**src/common/dlx_defines.svh**
```systemverilog
`ifndef DLX_DEFINES_SVH
`define DLX_DEFINES_SVH

// Datapath widths
`define DLX_INSTR_W     32
`define DLX_REG_IDX_W   5
`define DLX_ALU_OP_W    4
`define DLX_OPC_W       6

// Field positions, bit 0 is the instruction MSB
`define DLX_OPC_MSB     0
`define DLX_OPC_LSB     5
`define DLX_RS1_MSB     6
`define DLX_RS1_LSB     10
`define DLX_RS2_MSB     11
`define DLX_RS2_LSB     15
`define DLX_RD_MSB      16
`define DLX_RD_LSB      20
`define DLX_FUNC_MSB    26
`define DLX_FUNC_LSB    31
`define DLX_IMM_MSB     16
`define DLX_IMM_LSB     31
`define DLX_OFF_MSB     6
`define DLX_OFF_LSB     31

`define DLX_LINK_REG    5'd31

`endif
```
**src/common/dlx_pkg.sv**
```systemverilog
`include "dlx_defines.svh"

package dlx_pkg;

   // Primary opcodes, instruction bits 0:5
   typedef enum logic [`DLX_OPC_W-1:0] {
      opc_special = 6'h00,   // R-type, function field selects op
      opc_j       = 6'h02,
      opc_jal     = 6'h03,
      opc_beqz    = 6'h04,
      opc_bnez    = 6'h05,
      opc_addi    = 6'h08,
      opc_addui   = 6'h09,
      opc_subi    = 6'h0a,
      opc_subui   = 6'h0b,
      opc_lhi     = 6'h0f,
      opc_trap    = 6'h11,
      opc_jr      = 6'h12,
      opc_jalr    = 6'h13,
      opc_lb      = 6'h20,
      opc_lh      = 6'h21,
      opc_lw      = 6'h23,
      opc_lbu     = 6'h24,
      opc_sb      = 6'h28,
      opc_sh      = 6'h29,
      opc_sw      = 6'h2b
   } opcode_e;

   // Function codes for opc_special, instruction bits 26:31
   typedef enum logic [`DLX_OPC_W-1:0] {
      func_sll  = 6'h04,
      func_srl  = 6'h06,
      func_sra  = 6'h07,
      func_nop  = 6'h15,
      func_sub  = 6'h18,
      func_subu = 6'h19,
      func_add  = 6'h20,
      func_addu = 6'h21,
      func_and  = 6'h24,
      func_or   = 6'h25,
      func_xor  = 6'h26,
      func_slt  = 6'h28,
      func_sgt  = 6'h2b
   } func_e;

   // ALU operations seen by the execute stage
   typedef enum logic [`DLX_ALU_OP_W-1:0] {
      alu_pass_b = 4'h0,   // Also the idle value
      alu_add    = 4'h1,
      alu_addu   = 4'h2,
      alu_sub    = 4'h3,
      alu_subu   = 4'h4,
      alu_and    = 4'h5,
      alu_or     = 4'h6,
      alu_xor    = 4'h7,
      alu_sll    = 4'h8,
      alu_srl    = 4'h9,
      alu_sra    = 4'ha,
      alu_slt    = 4'hb,
      alu_sgt    = 4'hc,
      alu_lhi    = 4'hd    // Immediate into upper half
   } alu_op_e;

endpackage

```
**src/dlx_decode_top.sv**
```systemverilog
`timescale 1ns/1ps
`include "dlx_defines.svh"

module dlx_decode_top (
   input  logic                      clk,
   input  logic                      reset,
   input  logic                      instr_valid,
   input  logic [0:`DLX_INSTR_W-1]   instr,
   input  logic [`DLX_INSTR_W-1:0]   pc_plus_four,
   input  logic [`DLX_INSTR_W-1:0]   rs1_value,
   output logic                      ex_valid,
   output logic                      reg_wr,
   output logic [`DLX_REG_IDX_W-1:0] ex_reg_dst,
   output logic                      ex_ext_op,
   output logic                      ex_alu_src,
   output dlx_pkg::alu_op_e          ex_alu_op,
   output logic                      mem_wr,
   output logic                      mem_to_reg,
   output logic                      branch_taken,
   output logic [`DLX_INSTR_W-1:0]   ex_new_pc,
   output logic                      stall
);

   import dlx_pkg::*;

   // Decoder results before the kill gating
   logic                      reg_wr_raw;
   logic [`DLX_REG_IDX_W-1:0] reg_dst;
   logic                      ext_op;
   logic                      alu_src;
   alu_op_e                   alu_op;
   logic                      mem_wr_raw;
   logic                      mem_to_reg_raw;
   logic                      is_load;

   // Resolver results
   logic [`DLX_INSTR_W-1:0]   new_pc;
   logic                      take_branch;

   instr_decoder u_decoder (
      .instr          (instr),
      .reg_wr_raw     (reg_wr_raw),
      .reg_dst        (reg_dst),
      .ext_op         (ext_op),
      .alu_src        (alu_src),
      .alu_op         (alu_op),
      .mem_wr_raw     (mem_wr_raw),
      .mem_to_reg_raw (mem_to_reg_raw),
      .is_load        (is_load)
   );

   jump_branch u_jump_branch (
      .instr        (instr),
      .pc_plus_four (pc_plus_four),
      .rs1_value    (rs1_value),
      .new_pc       (new_pc),
      .take_branch  (take_branch)
   );

   issue_control u_issue (
      .clk            (clk),
      .reset          (reset),
      .instr_valid    (instr_valid),
      .reg_wr_raw     (reg_wr_raw),
      .reg_dst        (reg_dst),
      .ext_op         (ext_op),
      .alu_src        (alu_src),
      .alu_op         (alu_op),
      .mem_wr_raw     (mem_wr_raw),
      .mem_to_reg_raw (mem_to_reg_raw),
      .is_load        (is_load),
      .take_branch    (take_branch),
      .new_pc         (new_pc),
      .ex_valid       (ex_valid),
      .reg_wr         (reg_wr),
      .ex_reg_dst     (ex_reg_dst),
      .ex_ext_op      (ex_ext_op),
      .ex_alu_src     (ex_alu_src),
      .ex_alu_op      (ex_alu_op),
      .mem_wr         (mem_wr),
      .mem_to_reg     (mem_to_reg),
      .branch_taken   (branch_taken),
      .ex_new_pc      (ex_new_pc),
      .stall          (stall)
   );

endmodule

```
**src/control/issue_control.sv**
```systemverilog
`timescale 1ns/1ps
`include "dlx_defines.svh"

module issue_control (
   input  logic                      clk,
   input  logic                      reset,
   input  logic                      instr_valid,
   input  logic                      reg_wr_raw,
   input  logic [`DLX_REG_IDX_W-1:0] reg_dst,
   input  logic                      ext_op,
   input  logic                      alu_src,
   input  dlx_pkg::alu_op_e          alu_op,
   input  logic                      mem_wr_raw,
   input  logic                      mem_to_reg_raw,
   input  logic                      is_load,
   input  logic                      take_branch,
   input  logic [`DLX_INSTR_W-1:0]   new_pc,
   output logic                      ex_valid,
   output logic                      reg_wr,
   output logic [`DLX_REG_IDX_W-1:0] ex_reg_dst,
   output logic                      ex_ext_op,
   output logic                      ex_alu_src,
   output dlx_pkg::alu_op_e          ex_alu_op,
   output logic                      mem_wr,
   output logic                      mem_to_reg,
   output logic                      branch_taken,
   output logic [`DLX_INSTR_W-1:0]   ex_new_pc,
   output logic                      stall
);

   import dlx_pkg::*;

   logic kill_pending;   // Previous valid instruction was an unkilled load
   logic killed;
   logic load_issue;

   // Current instruction sits in the load delay slot
   assign killed     = instr_valid && kill_pending;
   assign load_issue = instr_valid && is_load && !kill_pending;

   always_ff @(posedge clk) begin
      if (reset) begin
         kill_pending <= 1'b0;
         ex_valid     <= 1'b0;
         stall        <= 1'b0;
         reg_wr       <= 1'b0;
         ex_reg_dst   <= '0;
         ex_ext_op    <= 1'b0;
         ex_alu_src   <= 1'b0;
         ex_alu_op    <= alu_pass_b;
         mem_wr       <= 1'b0;
         mem_to_reg   <= 1'b0;
         branch_taken <= 1'b0;
         ex_new_pc    <= '0;
      end else begin
         ex_valid <= instr_valid;   // One pulse per instruction
         stall    <= load_issue;
         if (instr_valid) begin
            kill_pending <= load_issue;   // Set by a load, cleared by the kill
            reg_wr       <= reg_wr_raw && !killed;
            ex_reg_dst   <= reg_dst;
            ex_ext_op    <= ext_op;
            ex_alu_src   <= alu_src;
            ex_alu_op    <= alu_op;
            mem_wr       <= mem_wr_raw && !killed;
            mem_to_reg   <= mem_to_reg_raw && !killed;
            branch_taken <= take_branch && !killed;
            ex_new_pc    <= new_pc;
         end
      end
   end

endmodule

```
**src/control/jump_branch.sv**
```systemverilog
`timescale 1ns/1ps
`include "dlx_defines.svh"

module jump_branch (
   input  logic [0:`DLX_INSTR_W-1] instr,
   input  logic [`DLX_INSTR_W-1:0] pc_plus_four,
   input  logic [`DLX_INSTR_W-1:0] rs1_value,
   output logic [`DLX_INSTR_W-1:0] new_pc,
   output logic                    take_branch
);

   import dlx_pkg::*;

   localparam int IMM_W = `DLX_IMM_LSB - `DLX_IMM_MSB + 1;
   localparam int OFF_W = `DLX_OFF_LSB - `DLX_OFF_MSB + 1;

   opcode_e                 opc;
   logic [`DLX_INSTR_W-1:0] imm_sext;      // 16-bit branch offset
   logic [`DLX_INSTR_W-1:0] off_sext;      // 26-bit jump offset
   logic [`DLX_INSTR_W-1:0] branch_target;
   logic [`DLX_INSTR_W-1:0] jump_target;
   logic                    rs1_zero;

   assign opc = opcode_e'(instr[`DLX_OPC_MSB:`DLX_OPC_LSB]);

   assign imm_sext = {{(`DLX_INSTR_W - IMM_W){instr[`DLX_IMM_MSB]}},
                      instr[`DLX_IMM_MSB:`DLX_IMM_LSB]};
   assign off_sext = {{(`DLX_INSTR_W - OFF_W){instr[`DLX_OFF_MSB]}},
                      instr[`DLX_OFF_MSB:`DLX_OFF_LSB]};

   assign branch_target = pc_plus_four + imm_sext;
   assign jump_target   = pc_plus_four + off_sext;
   assign rs1_zero      = rs1_value == '0;

   always_comb begin
      take_branch = 1'b0;
      new_pc      = pc_plus_four;   // Fall through
      case (opc)
         opc_j, opc_jal: begin
            take_branch = 1'b1;
            new_pc      = jump_target;
         end
         opc_jr, opc_jalr: begin
            take_branch = 1'b1;
            new_pc      = rs1_value;   // Register indirect
         end
         opc_beqz: begin
            take_branch = rs1_zero;
            new_pc      = rs1_zero ? branch_target : pc_plus_four;
         end
         opc_bnez: begin
            take_branch = !rs1_zero;
            new_pc      = rs1_zero ? pc_plus_four : branch_target;
         end
         default: ;
      endcase
   end

endmodule

```
**src/control/instr_decoder.sv**
```systemverilog
`timescale 1ns/1ps
`include "dlx_defines.svh"

module instr_decoder (
   input  logic [0:`DLX_INSTR_W-1]   instr,
   output logic                      reg_wr_raw,
   output logic [`DLX_REG_IDX_W-1:0] reg_dst,
   output logic                      ext_op,
   output logic                      alu_src,
   output dlx_pkg::alu_op_e          alu_op,
   output logic                      mem_wr_raw,
   output logic                      mem_to_reg_raw,
   output logic                      is_load
);

   import dlx_pkg::*;

   opcode_e                   opc;
   func_e                     func;
   logic [`DLX_REG_IDX_W-1:0] rd_field;
   logic [`DLX_REG_IDX_W-1:0] rs2_field;

   logic                      r_type;     // Known special function, not nop
   logic                      i_type;     // Known I-type opcode
   logic                      j_type;     // j or jal
   logic                      link;       // Writes return address to r31
   logic                      i_writes;   // I-type that writes a register
   alu_op_e                   r_alu_op;
   alu_op_e                   i_alu_op;

   assign opc       = opcode_e'(instr[`DLX_OPC_MSB:`DLX_OPC_LSB]);
   assign func      = func_e'(instr[`DLX_FUNC_MSB:`DLX_FUNC_LSB]);
   assign rd_field  = instr[`DLX_RD_MSB:`DLX_RD_LSB];
   assign rs2_field = instr[`DLX_RS2_MSB:`DLX_RS2_LSB];

   // Function field decode for R-type
   always_comb begin
      r_type   = opc == opc_special;
      r_alu_op = alu_pass_b;
      case (func)
         func_add:  r_alu_op = alu_add;
         func_addu: r_alu_op = alu_addu;
         func_sub:  r_alu_op = alu_sub;
         func_subu: r_alu_op = alu_subu;
         func_and:  r_alu_op = alu_and;
         func_or:   r_alu_op = alu_or;
         func_xor:  r_alu_op = alu_xor;
         func_sll:  r_alu_op = alu_sll;
         func_srl:  r_alu_op = alu_srl;
         func_sra:  r_alu_op = alu_sra;
         func_slt:  r_alu_op = alu_slt;
         func_sgt:  r_alu_op = alu_sgt;
         default:   r_type   = 1'b0;   // nop and unknown functions
      endcase
   end

   // Opcode decode for I-type
   always_comb begin
      i_type         = 1'b1;
      i_writes       = 1'b0;
      ext_op         = 1'b0;
      i_alu_op       = alu_pass_b;
      mem_wr_raw     = 1'b0;
      mem_to_reg_raw = 1'b0;
      is_load        = 1'b0;
      case (opc)
         opc_addi: begin
            i_writes = 1'b1;
            ext_op   = 1'b1;
            i_alu_op = alu_add;
         end
         opc_addui: begin
            i_writes = 1'b1;
            i_alu_op = alu_addu;
         end
         opc_subi: begin
            i_writes = 1'b1;
            ext_op   = 1'b1;
            i_alu_op = alu_sub;
         end
         opc_subui: begin
            i_writes = 1'b1;
            i_alu_op = alu_subu;
         end
         opc_lhi: begin
            i_writes = 1'b1;
            i_alu_op = alu_lhi;
         end
         opc_lw, opc_lh, opc_lb, opc_lbu: begin
            i_writes       = 1'b1;
            ext_op         = 1'b1;   // Signed displacement
            i_alu_op       = alu_add;
            mem_to_reg_raw = 1'b1;
            is_load        = 1'b1;
         end
         opc_sw, opc_sh, opc_sb: begin
            ext_op     = 1'b1;
            i_alu_op   = alu_add;
            mem_wr_raw = 1'b1;
         end
         opc_beqz, opc_bnez: ext_op = 1'b1;
         opc_jr:             i_writes = 1'b0;
         opc_jalr:           i_writes = 1'b1;   // Link into r31
         default:            i_type = 1'b0;   // special, j, jal, trap, undefined
      endcase
   end

   assign j_type = (opc == opc_j) || (opc == opc_jal);
   assign link   = (opc == opc_jal) || (opc == opc_jalr);

   assign reg_wr_raw = r_type || (i_type && i_writes) || (j_type && link);
   assign alu_src    = r_type;   // Second operand from register file
   assign alu_op     = r_type ? r_alu_op : i_alu_op;

   // Destination register select
   always_comb begin
      if (link) begin
         reg_dst = `DLX_LINK_REG;
      end else if (r_type) begin
         reg_dst = rd_field;
      end else if (i_type) begin
         reg_dst = rs2_field;
      end else begin
         reg_dst = '0;
      end
   end

endmodule

```
**config.mk**
```make
export PLATFORM = sky130hd
export DESIGN_NAME = dlx_decode_top
export DESIGN_NICKNAME = d
export VERILOG_FILES = /design/src/common/dlx_pkg.sv /design/src/dlx_decode_top.sv /design/src/control/issue_control.sv /design/src/control/jump_branch.sv /design/src/control/instr_decoder.sv
export VERILOG_INCLUDE_DIRS = /design/src /design/src/common
export SDC_FILE = /design/constraint.sdc
export NUM_CORES = 1
export LEC_CHECK = 0
export BUFFER_PORTS_ARGS = -buffer_cell sky130_fd_sc_hd__buf_4
export CAP_MARGIN = 15
export CELL_PAD_IN_SITES_DETAIL_PLACEMENT = 0
export CELL_PAD_IN_SITES_GLOBAL_PLACEMENT = 2
export CORE_UTILIZATION = 31
export CTS_BUF_LIST = sky130_fd_sc_hd__clkbuf_16
export CTS_CLUSTER_SIZE = 20
export DETAILED_ROUTE_END_ITERATION = 12
export GPL_TIMING_DRIVEN = 0
export PLACE_DENSITY_LB_ADDON = 0.08
export SYNTH_ARGS = -nofsm -noshare
export SYNTH_HDL_FRONTEND = slang
export SYNTH_HIERARCHICAL = 1
export SYNTH_SLANG_ARGS = --single-unit
export TNS_END_PERCENT = 20
```
**constraint.sdc**
```tcl
create_clock -name clk -period 4.15 [get_ports clk]
set_input_delay 1.0375 -clock clk [delete_from_list [all_inputs] [get_ports clk]]
set_output_delay 1.0375 -clock clk [all_outputs]
set_load 0.02 [all_outputs]
```
After elaboration in Yosys (flattened, before gate mapping):

Cells that the tools add are included.

* add/subtract/negate cells: 2
* equality and inequality tests: 30
* muxes and demuxes: 16
* reductions and logical operators: 28

Operators with widths (count)
* $pmux 32 s4: 1
* $eq 6x6->1 const B: 14
* $add 32x32->32: 2
* $mux 32: 2
* $pmux 4 s12: 1
* $logic_not 32->1: 1
* $eq 6x3->1 const B: 5
* $eq 6x4->1 const B: 5
* $eq 6x5->1 const B: 4
* $pmux 4 s5: 1
* $reduce_or 16->1: 1
* $mux 5: 3
* $eq 6x2->1 const B: 2
* $reduce_or 12->1: 1
* $reduce_or 11->1: 1
* $reduce_or 10->1: 1
* $logic_and 1x1->1: 9
* $reduce_or 4->1: 2
* $reduce_or 8->1: 1
* $logic_not 6->1: 1
* $mux 1: 6
* $logic_or 1x1->1: 4
* $mux 4: 1
* $reduce_or 2->1: 2
* 3 further kinds: 5

* flip-flop bits (word level): 50
* output and inout port bits: 49
* word-level logic and storage cells: 88

Depth between registers and ports, before layout:

Gate-level depths: netlist (run 1).

* depth in word-level cells: 7
* gate-level depth with buffers: 15

By module:

The synthesis (run 1) kept the hierarchy.

Modules (own cells, without submodules)
* jump_branch: instances 1, cells each 450, area an instance 3180.6 um2, seq. area each 0.0 um2
* issue_control: instances 1, cells each 163, area an instance 1840.5 um2, seq. area each 1001.0 um2
* instr_decoder: instances 1, cells each 97, area an instance 654.4 um2, seq. area each 0.0 um2

Worst setup path before layout (run 1):

No wires, ideal clock.

* path kind: input port to flip-flop
* from: in instr[31] (netlist name)
* to: reg u_issue.ex_new_pc[30]
* data arrival time: 3.427 ns
* data required time: 4.033 ns
* setup slack: 0.606 ns
* stages on the path: 15
* buffers on the path: 0
* path through: ha_1 -> inv_1 -> fa_1 -> nor2b_1 -> o21a_1 -> o211ai_1 -> a31o_2 -> a311o_1 -> a21o_1 -> o21ai_1 -> a311oi_1 -> mux2i_1 -> o211ai_1 -> mux2i_1 -> nor2_1

* word-level cells in the longest chain between the ends: 3
* elaborated cells between the ends (all ways): 5

RTL lines
* start: declaration: line dlx_decode_top.sv:8 `` input logic [0:`DLX_INSTR_W-1] instr, ``
* $add 32x32->32: line jump_branch.sv:31 `assign branch_target = pc_plus_four + imm_sext;`
* $mux 32, on equally long branches: line jump_branch.sv:53, jump_branch.sv:49
* $pmux 32 s4 (*): line jump_branch.sv:38 `case (opc)`
* via new_pc[30]: line dlx_decode_top.sv:37 `` logic [`DLX_INSTR_W-1:0] new_pc; ``
* end signal: assignment: line issue_control.sv:68 `ex_new_pc <= new_pc;`
* end: declaration: line issue_control.sv:27 `` output logic [`DLX_INSTR_W-1:0] ex_new_pc, ``

Mark *: on every way through the listed nets, which the timed path passes. The rest lies on a longest branch.
A chain may end at the register's enable or synchronous reset.

Worst setup path after layout (run 1):

* from: in rs1_value[17]
* to: reg u_issue.ex_new_pc[5]

* word-level cells in the longest chain between the ends: 3
* elaborated cells between the ends (all ways): 4

RTL lines
* start: declaration: line dlx_decode_top.sv:10 `` input logic [`DLX_INSTR_W-1:0] rs1_value, ``
* $logic_not 32->1 (*): line jump_branch.sv:33 `assign rs1_zero = rs1_value == '0;`
* $mux 32, on equally long branches: line jump_branch.sv:53, jump_branch.sv:49
* $pmux 32 s4 (*): line jump_branch.sv:38
* via new_pc[5]: line dlx_decode_top.sv:37

Marks and branches as above.

==> flow_summary.yaml, run 1 <==
placement:
  portBuffers: 146
  hpwl_um: 17400
  gp_congestion: 0.872
  dp.cells: 1085
die:
  core_sq_um: 18000
  fp.dieH_um: 137
  start_util_pct: 31.6
  dieArea_sq_um: 18900
  core.rowCount: 49
  die_w_um: 137
  io_pins: 148
sta:
  finalCritPeriodShare_pct: 95.2
  setup_violations: 0
  max_freq_mhz: 253
  max_slew_margin_pct: 21.2
  skew_ns: 0.000328
  min_period_ns: 3.95
  hold_viol_final: 0
  fin_tns_setup_ns: 0
  tightest_slew_ns: 1.17
  rsz0062_at_grt: "false"
  maxSlewViolCount: 0
  hold_ws_ns: 0.477
logic_synthesis:
  netlist-cell-type-count: 87
  synth_area_per_cell_sq_um: 7.99
  synth_top_area_cell: "dfxtp_1"
  yosysWarnings: 6
  synth_common_cells: "nor2_1, dfxtp_1, nand2_1, a21oi_1, mux2i_1"
  synth_top_cell_area_share_pct: 17.6
  synth.most_common_cell: "nor2_1"
  ys_ff_latch: 50
  synth.cell_area_sq_um: 5680
  syn_inst: 710
  synth-edff-count: 0
  ys_seq_area_share_pct: 17.6
  synth_fp_nets: 856
  synthFlopType: "dfxtp_1"
  synth_area_leaders: "dfxtp_1, ha_1, mux2i_1, nor2_1, a21oi_1"
  synthArstFlopShare_pct: 0
route:
  wl_per_cell_um: 19.8
  post-route-drc-count: 0
  via_count: 6085
  drt_pass1_iterations: 6
  ant_nets: 0
  vias_per_cell: 5.57
  drtIter0Drc: 403
  drt_wl_total_um: 21700
final_layout:
  syn2layout_area_growth_pct: 26.8
  fillers: 1879
  top_register: "u_issue/ex_new_pc"
  drive_above_1_share_pct: 24.9
  final-instance-count-excl-fill: 1092
  largest_reg_flops: 32
  antenna_cells: 0
  final_nets: 1009
  top_regs: "u_issue/ex_new_pc x32, u_issue/ex_reg_dst x5, u_issue/ex_alu_op x4"
critical_path:
  crit_type: "input pin to register"
  critPathLaunchType: "input pin"
  required_ns: 4.39
  critPathMaxFanout: 10
  critPathCaptureType: "register"
  cp.arrival_ns: 4.19
global_route:
  gr-total-overflow: 0
  grt_first_pass_wirelength_um: 32800
  met3_usage_pct: 2.80
  grt_max_degree: 19
  gr-usage-met1_pct: 31.4
  grtUsageTotal_pct: 23.0
  antenna_found_initial: 0
  grt_pass1_vias: 5914
  grtUsageMet2_pct: 38.6
  busiest_layer: "met2"
pwr:
  leakage_nw: 3.24
  vdd_drop_max_mv: 0.138
  cellPowerDensity_nw_per_um2: 237
clock_tree:
  postCtsHoldBufs: 0
  clkSlewWorstSetupHoldPaths_ns: 0.07
  cts_buffers: 5
  cts_tree: "done"
  htree_levels: 2
  post_cts_buffers: 0
  cts_root_buf: "clkbuf_16"
  cts_max_path_buffers: 2
  clk_latency_ns: 0.30
  cts.sinks: 50
worst_hold_path:
  hold_path.class: "register to register"
run:
  drv_cap: 0
run_status:
  status: "complete, no violations"
## metal layers
| metal | wire length (um) | up-vias | share of wire (%) |
|---|---|---|---|
| li1 | - | 2956 | - |
| met1 | 10200 | 2880 | 47 |
| met2 | 10100 | 223 | 47 |
| met3 | 1060 | 26 | 4.9 |
| met4 | 221 | 0 | 1.0 |
| met5 | 0 | - | 0 |
## repair_timing
action,4_1_cts,5_1_grt
hold endpoints to repair,0,0
gates resized for setup,0,5
setup endpoints to repair,0,12
## kinds of logic after synthesis
| group | share of synthesized area, % |
|---|---|
| flops | 17.6 |
| simple gates | 22.0 |
| fa+ha+maj | 10.5 |
| mux | 8.47 |
| xor+xnor | 5.56 |
| compound gates | 29.0 |
| buf+inv | 6.86 |
## per-stage QoR
step | utilization, % | area, sq um | power, mW | worst slack [ns]
after floorplan | - | 5680 | 1.03 | 0.606
after global placement | 39.3 | 7060 | 1.30 | -0.406
after detailed placement | 39.3 | 7060 | 1.30 | -0.294
after CTS | 40.0 | 7190 | 1.72 | 0.0157
after global routing | 40.1 | 7200 | 1.82 | 0.0311
final | 40.1 | 7200 | 1.71 | 0.198
## power by group
part / total [mW] / internal (mW) / switching, mW
logic: 0.781 / 0.347 / 0.434
clock network: 0.406 / 0.217 / 0.190
registers: 0.520 / 0.505 / 0.0150
total: 1.71 / 1.07 / 0.639
## layout make-up
class                      instances  area, sq um  area share, %
inverter                          22         82.6           1.15
multi-input combinational        600         4290           59.6
tap                              229          287           3.98
timing repair buffer             146         1100           15.2
sequential                        50         1000           13.9
clock buffer                       5          125           1.74
clock inverter                     2         7.51          0.104
buffer                            38          308           4.28
## critical path, cell delays in order
cell and delay [ns]:
buf_4 0.12, nor4_1 0.53, nand4_1 0.24, nor2_1 0.18
xnor2_1 0.22, and2_1 0.25, or2_2 0.14, clkbuf_1 0.51
clkbuf_2 0.45, a22oi_1 0.14, o31ai_1 0.13, mux2i_1 0.13
nor2_1 0.09
## path summary, 6_finish.rpt
kind                                      startpoint  cells after the start                   end  slack (ns)
worst max register to register  u_issue/kill_pending                      2  u_issue/kill_pending        3.26
worst min register to register        u_issue/mem_wr                      2        u_issue/mem_wr        0.48
worst min-delay path                  u_issue/mem_wr                      2        u_issue/mem_wr        0.48
worst max-delay path                   rs1_value[17]                     13  u_issue/ex_new_pc[5]        0.20
## cells in the final DEF, fill, tap and decap left out, types with 6 or more instances in the layout
master / synthesis / routed
a21o_1: 17 / 17
dfxtp_1: 50 / 50
buf_6: 9 / 9
buf_2: 6 / 6
and2_1: 6 / 6
nand2b_1: 15 / 15
xor2_1: 16 / 16
mux2i_1: 48 / 48
a21oi_1: 48 / 48
buf_4: 5 / 151
nor3_1: 14 / 14
a31oi_1: 10 / 10
nand3b_1: 7 / 7
nand3_1: 9 / 9
o21ai_1: 7 / 7
nor2_1: 78 / 77
nor2b_1: 13 / 13
ha_1: 46 / 46
o31ai_1: 8 / 8
o21ai_0: 38 / 37
a22oi_1: 13 / 13
a211oi_1: 6 / 6
a221o_1: 12 / 12
nand4_1: 7 / 7
a222oi_1: 8 / 8
clkbuf_1: 10 / 9
nand2_1: 49 / 49
xnor2_1: 20 / 20
a21boi_0: 6 / 6
inv_1: 22 / 24
nor4_1: 11 / 11
Note: power is estimated with default switching activity, not from simulation.
==> run 2, diff against run 1 <==
Settings changed: ABC_AREA set to 1, CORE_ASPECT_RATIO set to 0.8, CORE_UTILIZATION 31 to 28, REMOVE_ABC_BUFFERS set to 1.
==> run 2 against run 1 <==
Compared with the run above: area after synthesis grew 25%; non-clock buffer count down 37; global-route usage hardly changed; critical endpoint is now u_issue/ex_new_pc[21].
==> flow_summary.yaml, run 2 <==
route:
  drt_wl_total_um: 29500
  post-route-drc-count: 0
  via_count: 8332
  vias_per_cell: 4.70
  wl_per_cell_um: 16.7
  drtIter0Drc: 549
  drt_pass1_iterations: 5
  ant_nets: 0
final_layout:
  final_common_cell: "nand2_1"
  fin_util_pct: 35.0
  final_nets: 1599
  layout_common_cells: "nand2_1, inv_1, nor2_1"
  final-instance-count-excl-fill: 1772
  top_regs: "u_issue/ex_new_pc x32, u_issue/ex_reg_dst x5, u_issue/ex_alu_op x4"
  syn2layout_area_growth_pct: 21.4
  antenna_cells: 0
  top_register: "u_issue/ex_new_pc"
  largest_reg_flops: 32
  drive_above_1_share_pct: 15.4
  postLayoutCellArea_sq_um: 8620
logic_synthesis:
  synthArstFlopShare_pct: 0
  synth.cell_area_sq_um: 7100
  synthFlopType: "dfxtp_1"
  ys_ff_latch: 50
  yosysWarnings: 6
  ys_seq_area_share_pct: 14.1
  synth-edff-count: 0
  netlist-cell-type-count: 44
  synth_top_area_cell: "nand2_1"
  syn_inst: 1322
  synth_area_per_cell_sq_um: 5.37
  synth.most_common_cell: "nand2_1"
  synth_area_leaders: "nand2_1, dfxtp_1, inv_1, nor2_1, ha_1"
  synth_top_cell_area_share_pct: 23.8
  synth_common_cells: "nand2_1, inv_1, nor2_1, nand3_1, o21ai_0"
clock_tree:
  cts_root_buf: "clkbuf_16"
  cts.sinks: 50
  cts_buffers: 5
  ctsResizeCount: 0
  post_cts_buffers: 0
  clkSlewWorstSetupHoldPaths_ns: 0.08
  postCtsHoldBufs: 0
  clk_latency_ns: 0.31
  cts_tree: "done"
  cts_max_path_buffers: 2
  htree_levels: 2
critical_path:
  critPathMaxFanout: 17
  reg2reg_slack_ns: 3.38
  worstReg2RegStart: "u_issue/kill_pending"
  crit_type: "input pin to register"
  worst_r2r_endpoint: "u_issue/kill_pending"
  critPathLaunchType: "input pin"
  cp.arrival_ns: 3.57
  critPathCaptureType: "register"
  required_ns: 4.40
  r2r_cells: 3
die:
  io_pins: 148
  start_util_pct: 28.8
  core_sq_um: 24600
  fp.dieH_um: 144
  die_w_um: 180
  core.rowCount: 51
  dieArea_sq_um: 26000
sta:
  max_slew_margin_pct: 25.1
  hold_viol_final: 0
  fin_tns_setup_ns: 0
  maxSlewViolCount: 0
  tightest_slew_ns: 1.12
  finalCritPeriodShare_pct: 80.0
  setup_violations: 0
  skew_ns: 0.00117
  setup_slack_ns: 0.829
  hold_ws_ns: 0.469
  min_period_ns: 3.32
  max_freq_mhz: 301
  rsz0062_at_grt: "false"
placement:
  pre_cts_ws_ns: 0.451
  hpwl_um: 24200
  place_area_sq_um: 8450
  portBuffers: 147
  gp_congestion: 0.856
  dp.cells: 1764
worst_hold_path:
  holdPathStages: 2
  holdPathEnd: "u_issue/mem_wr"
  hold_path.class: "register to register"
  hp-start: "u_issue/mem_wr"
global_route:
  grtUsageTotal_pct: 22.9
  antenna_found_initial: 0
  grt_first_pass_wirelength_um: 45100
  grt_max_degree: 50
  grt_pass1_vias: 7777
  gr-total-overflow: 0
pwr:
  leakage_nw: 4.77
  cellPowerDensity_nw_per_um2: 227
  total_power_mw: 1.96
  vdd_drop_max_mv: 0.145
run:
  drv_cap: 0
run_status:
  status: "complete, no violations"
==> run 2: worst max-delay path by stage <==
stage | end | startpoint | cells past startpoint
after floorplan | u_issue/ex_new_pc[28] | instr[31] | 17
after global placement | u_issue/ex_new_pc[21] | rs1_value[10] | 14
after detailed placement | u_issue/ex_new_pc[21] | rs1_value[10] | 14
after CTS | u_issue/ex_new_pc[21] | rs1_value[10] | 14
after global routing | u_issue/ex_new_pc[21] | rs1_value[8] | 14
final | u_issue/ex_new_pc[21] | rs1_value[10] | 14
==> run 2: layout make-up <==
type	instances	area (sq um)
fill	2889	16000
multi-input combinational	1039	5160
timing repair buffer	147	1100
sequential	50	1000
inverter	210	791
tap	318	398
clock buffer	5	125
clock inverter	3	42.5
==> run 2: routing by layer <==
layer	share of wire (%)	routed length (um)	GRT usage, %	vias up
met3	4.8	1430	2.92	12
met5	0	0	0	-
li1	-	-	-	4397
met1	54	15900	34.6	3741
met4	0.69	203	3.01	0
met2	41	12000	34.9	182
==> run 2: where the power goes <==
| group | total, mW | internal, mW | switching, mW |
|---|---|---|---|
| sequential | 0.526 | 0.511 | 0.0148 |
| combinational | 0.907 | 0.327 | 0.580 |
| clock | 0.523 | 0.287 | 0.236 |
==> run 2: kinds of logic after synthesis <==
family / share of synthesized area [%]
xor gates and xnor gates: 1.97
AOI/OAI and AO/OA: 11.7
and+or+nand+nor: 50.6
buffers and inverters: 13.2
DFF: 14.1
adders and majority gates: 8.39
==> run 2: worst max-delay path, cell delays in order <==
cell,delay [ns]
buf_4,0.11
nor2_1,0.10
nand2_1,0.12
nor2_1,0.18
nand2_1,0.21
nor2_4,0.18
inv_2,0.07
o21ai_4,0.63
nand3_1,0.43
nand3_1,0.20
nand2_1,0.06
inv_1,0.06
nor2_2,0.04
nor2_1,0.11
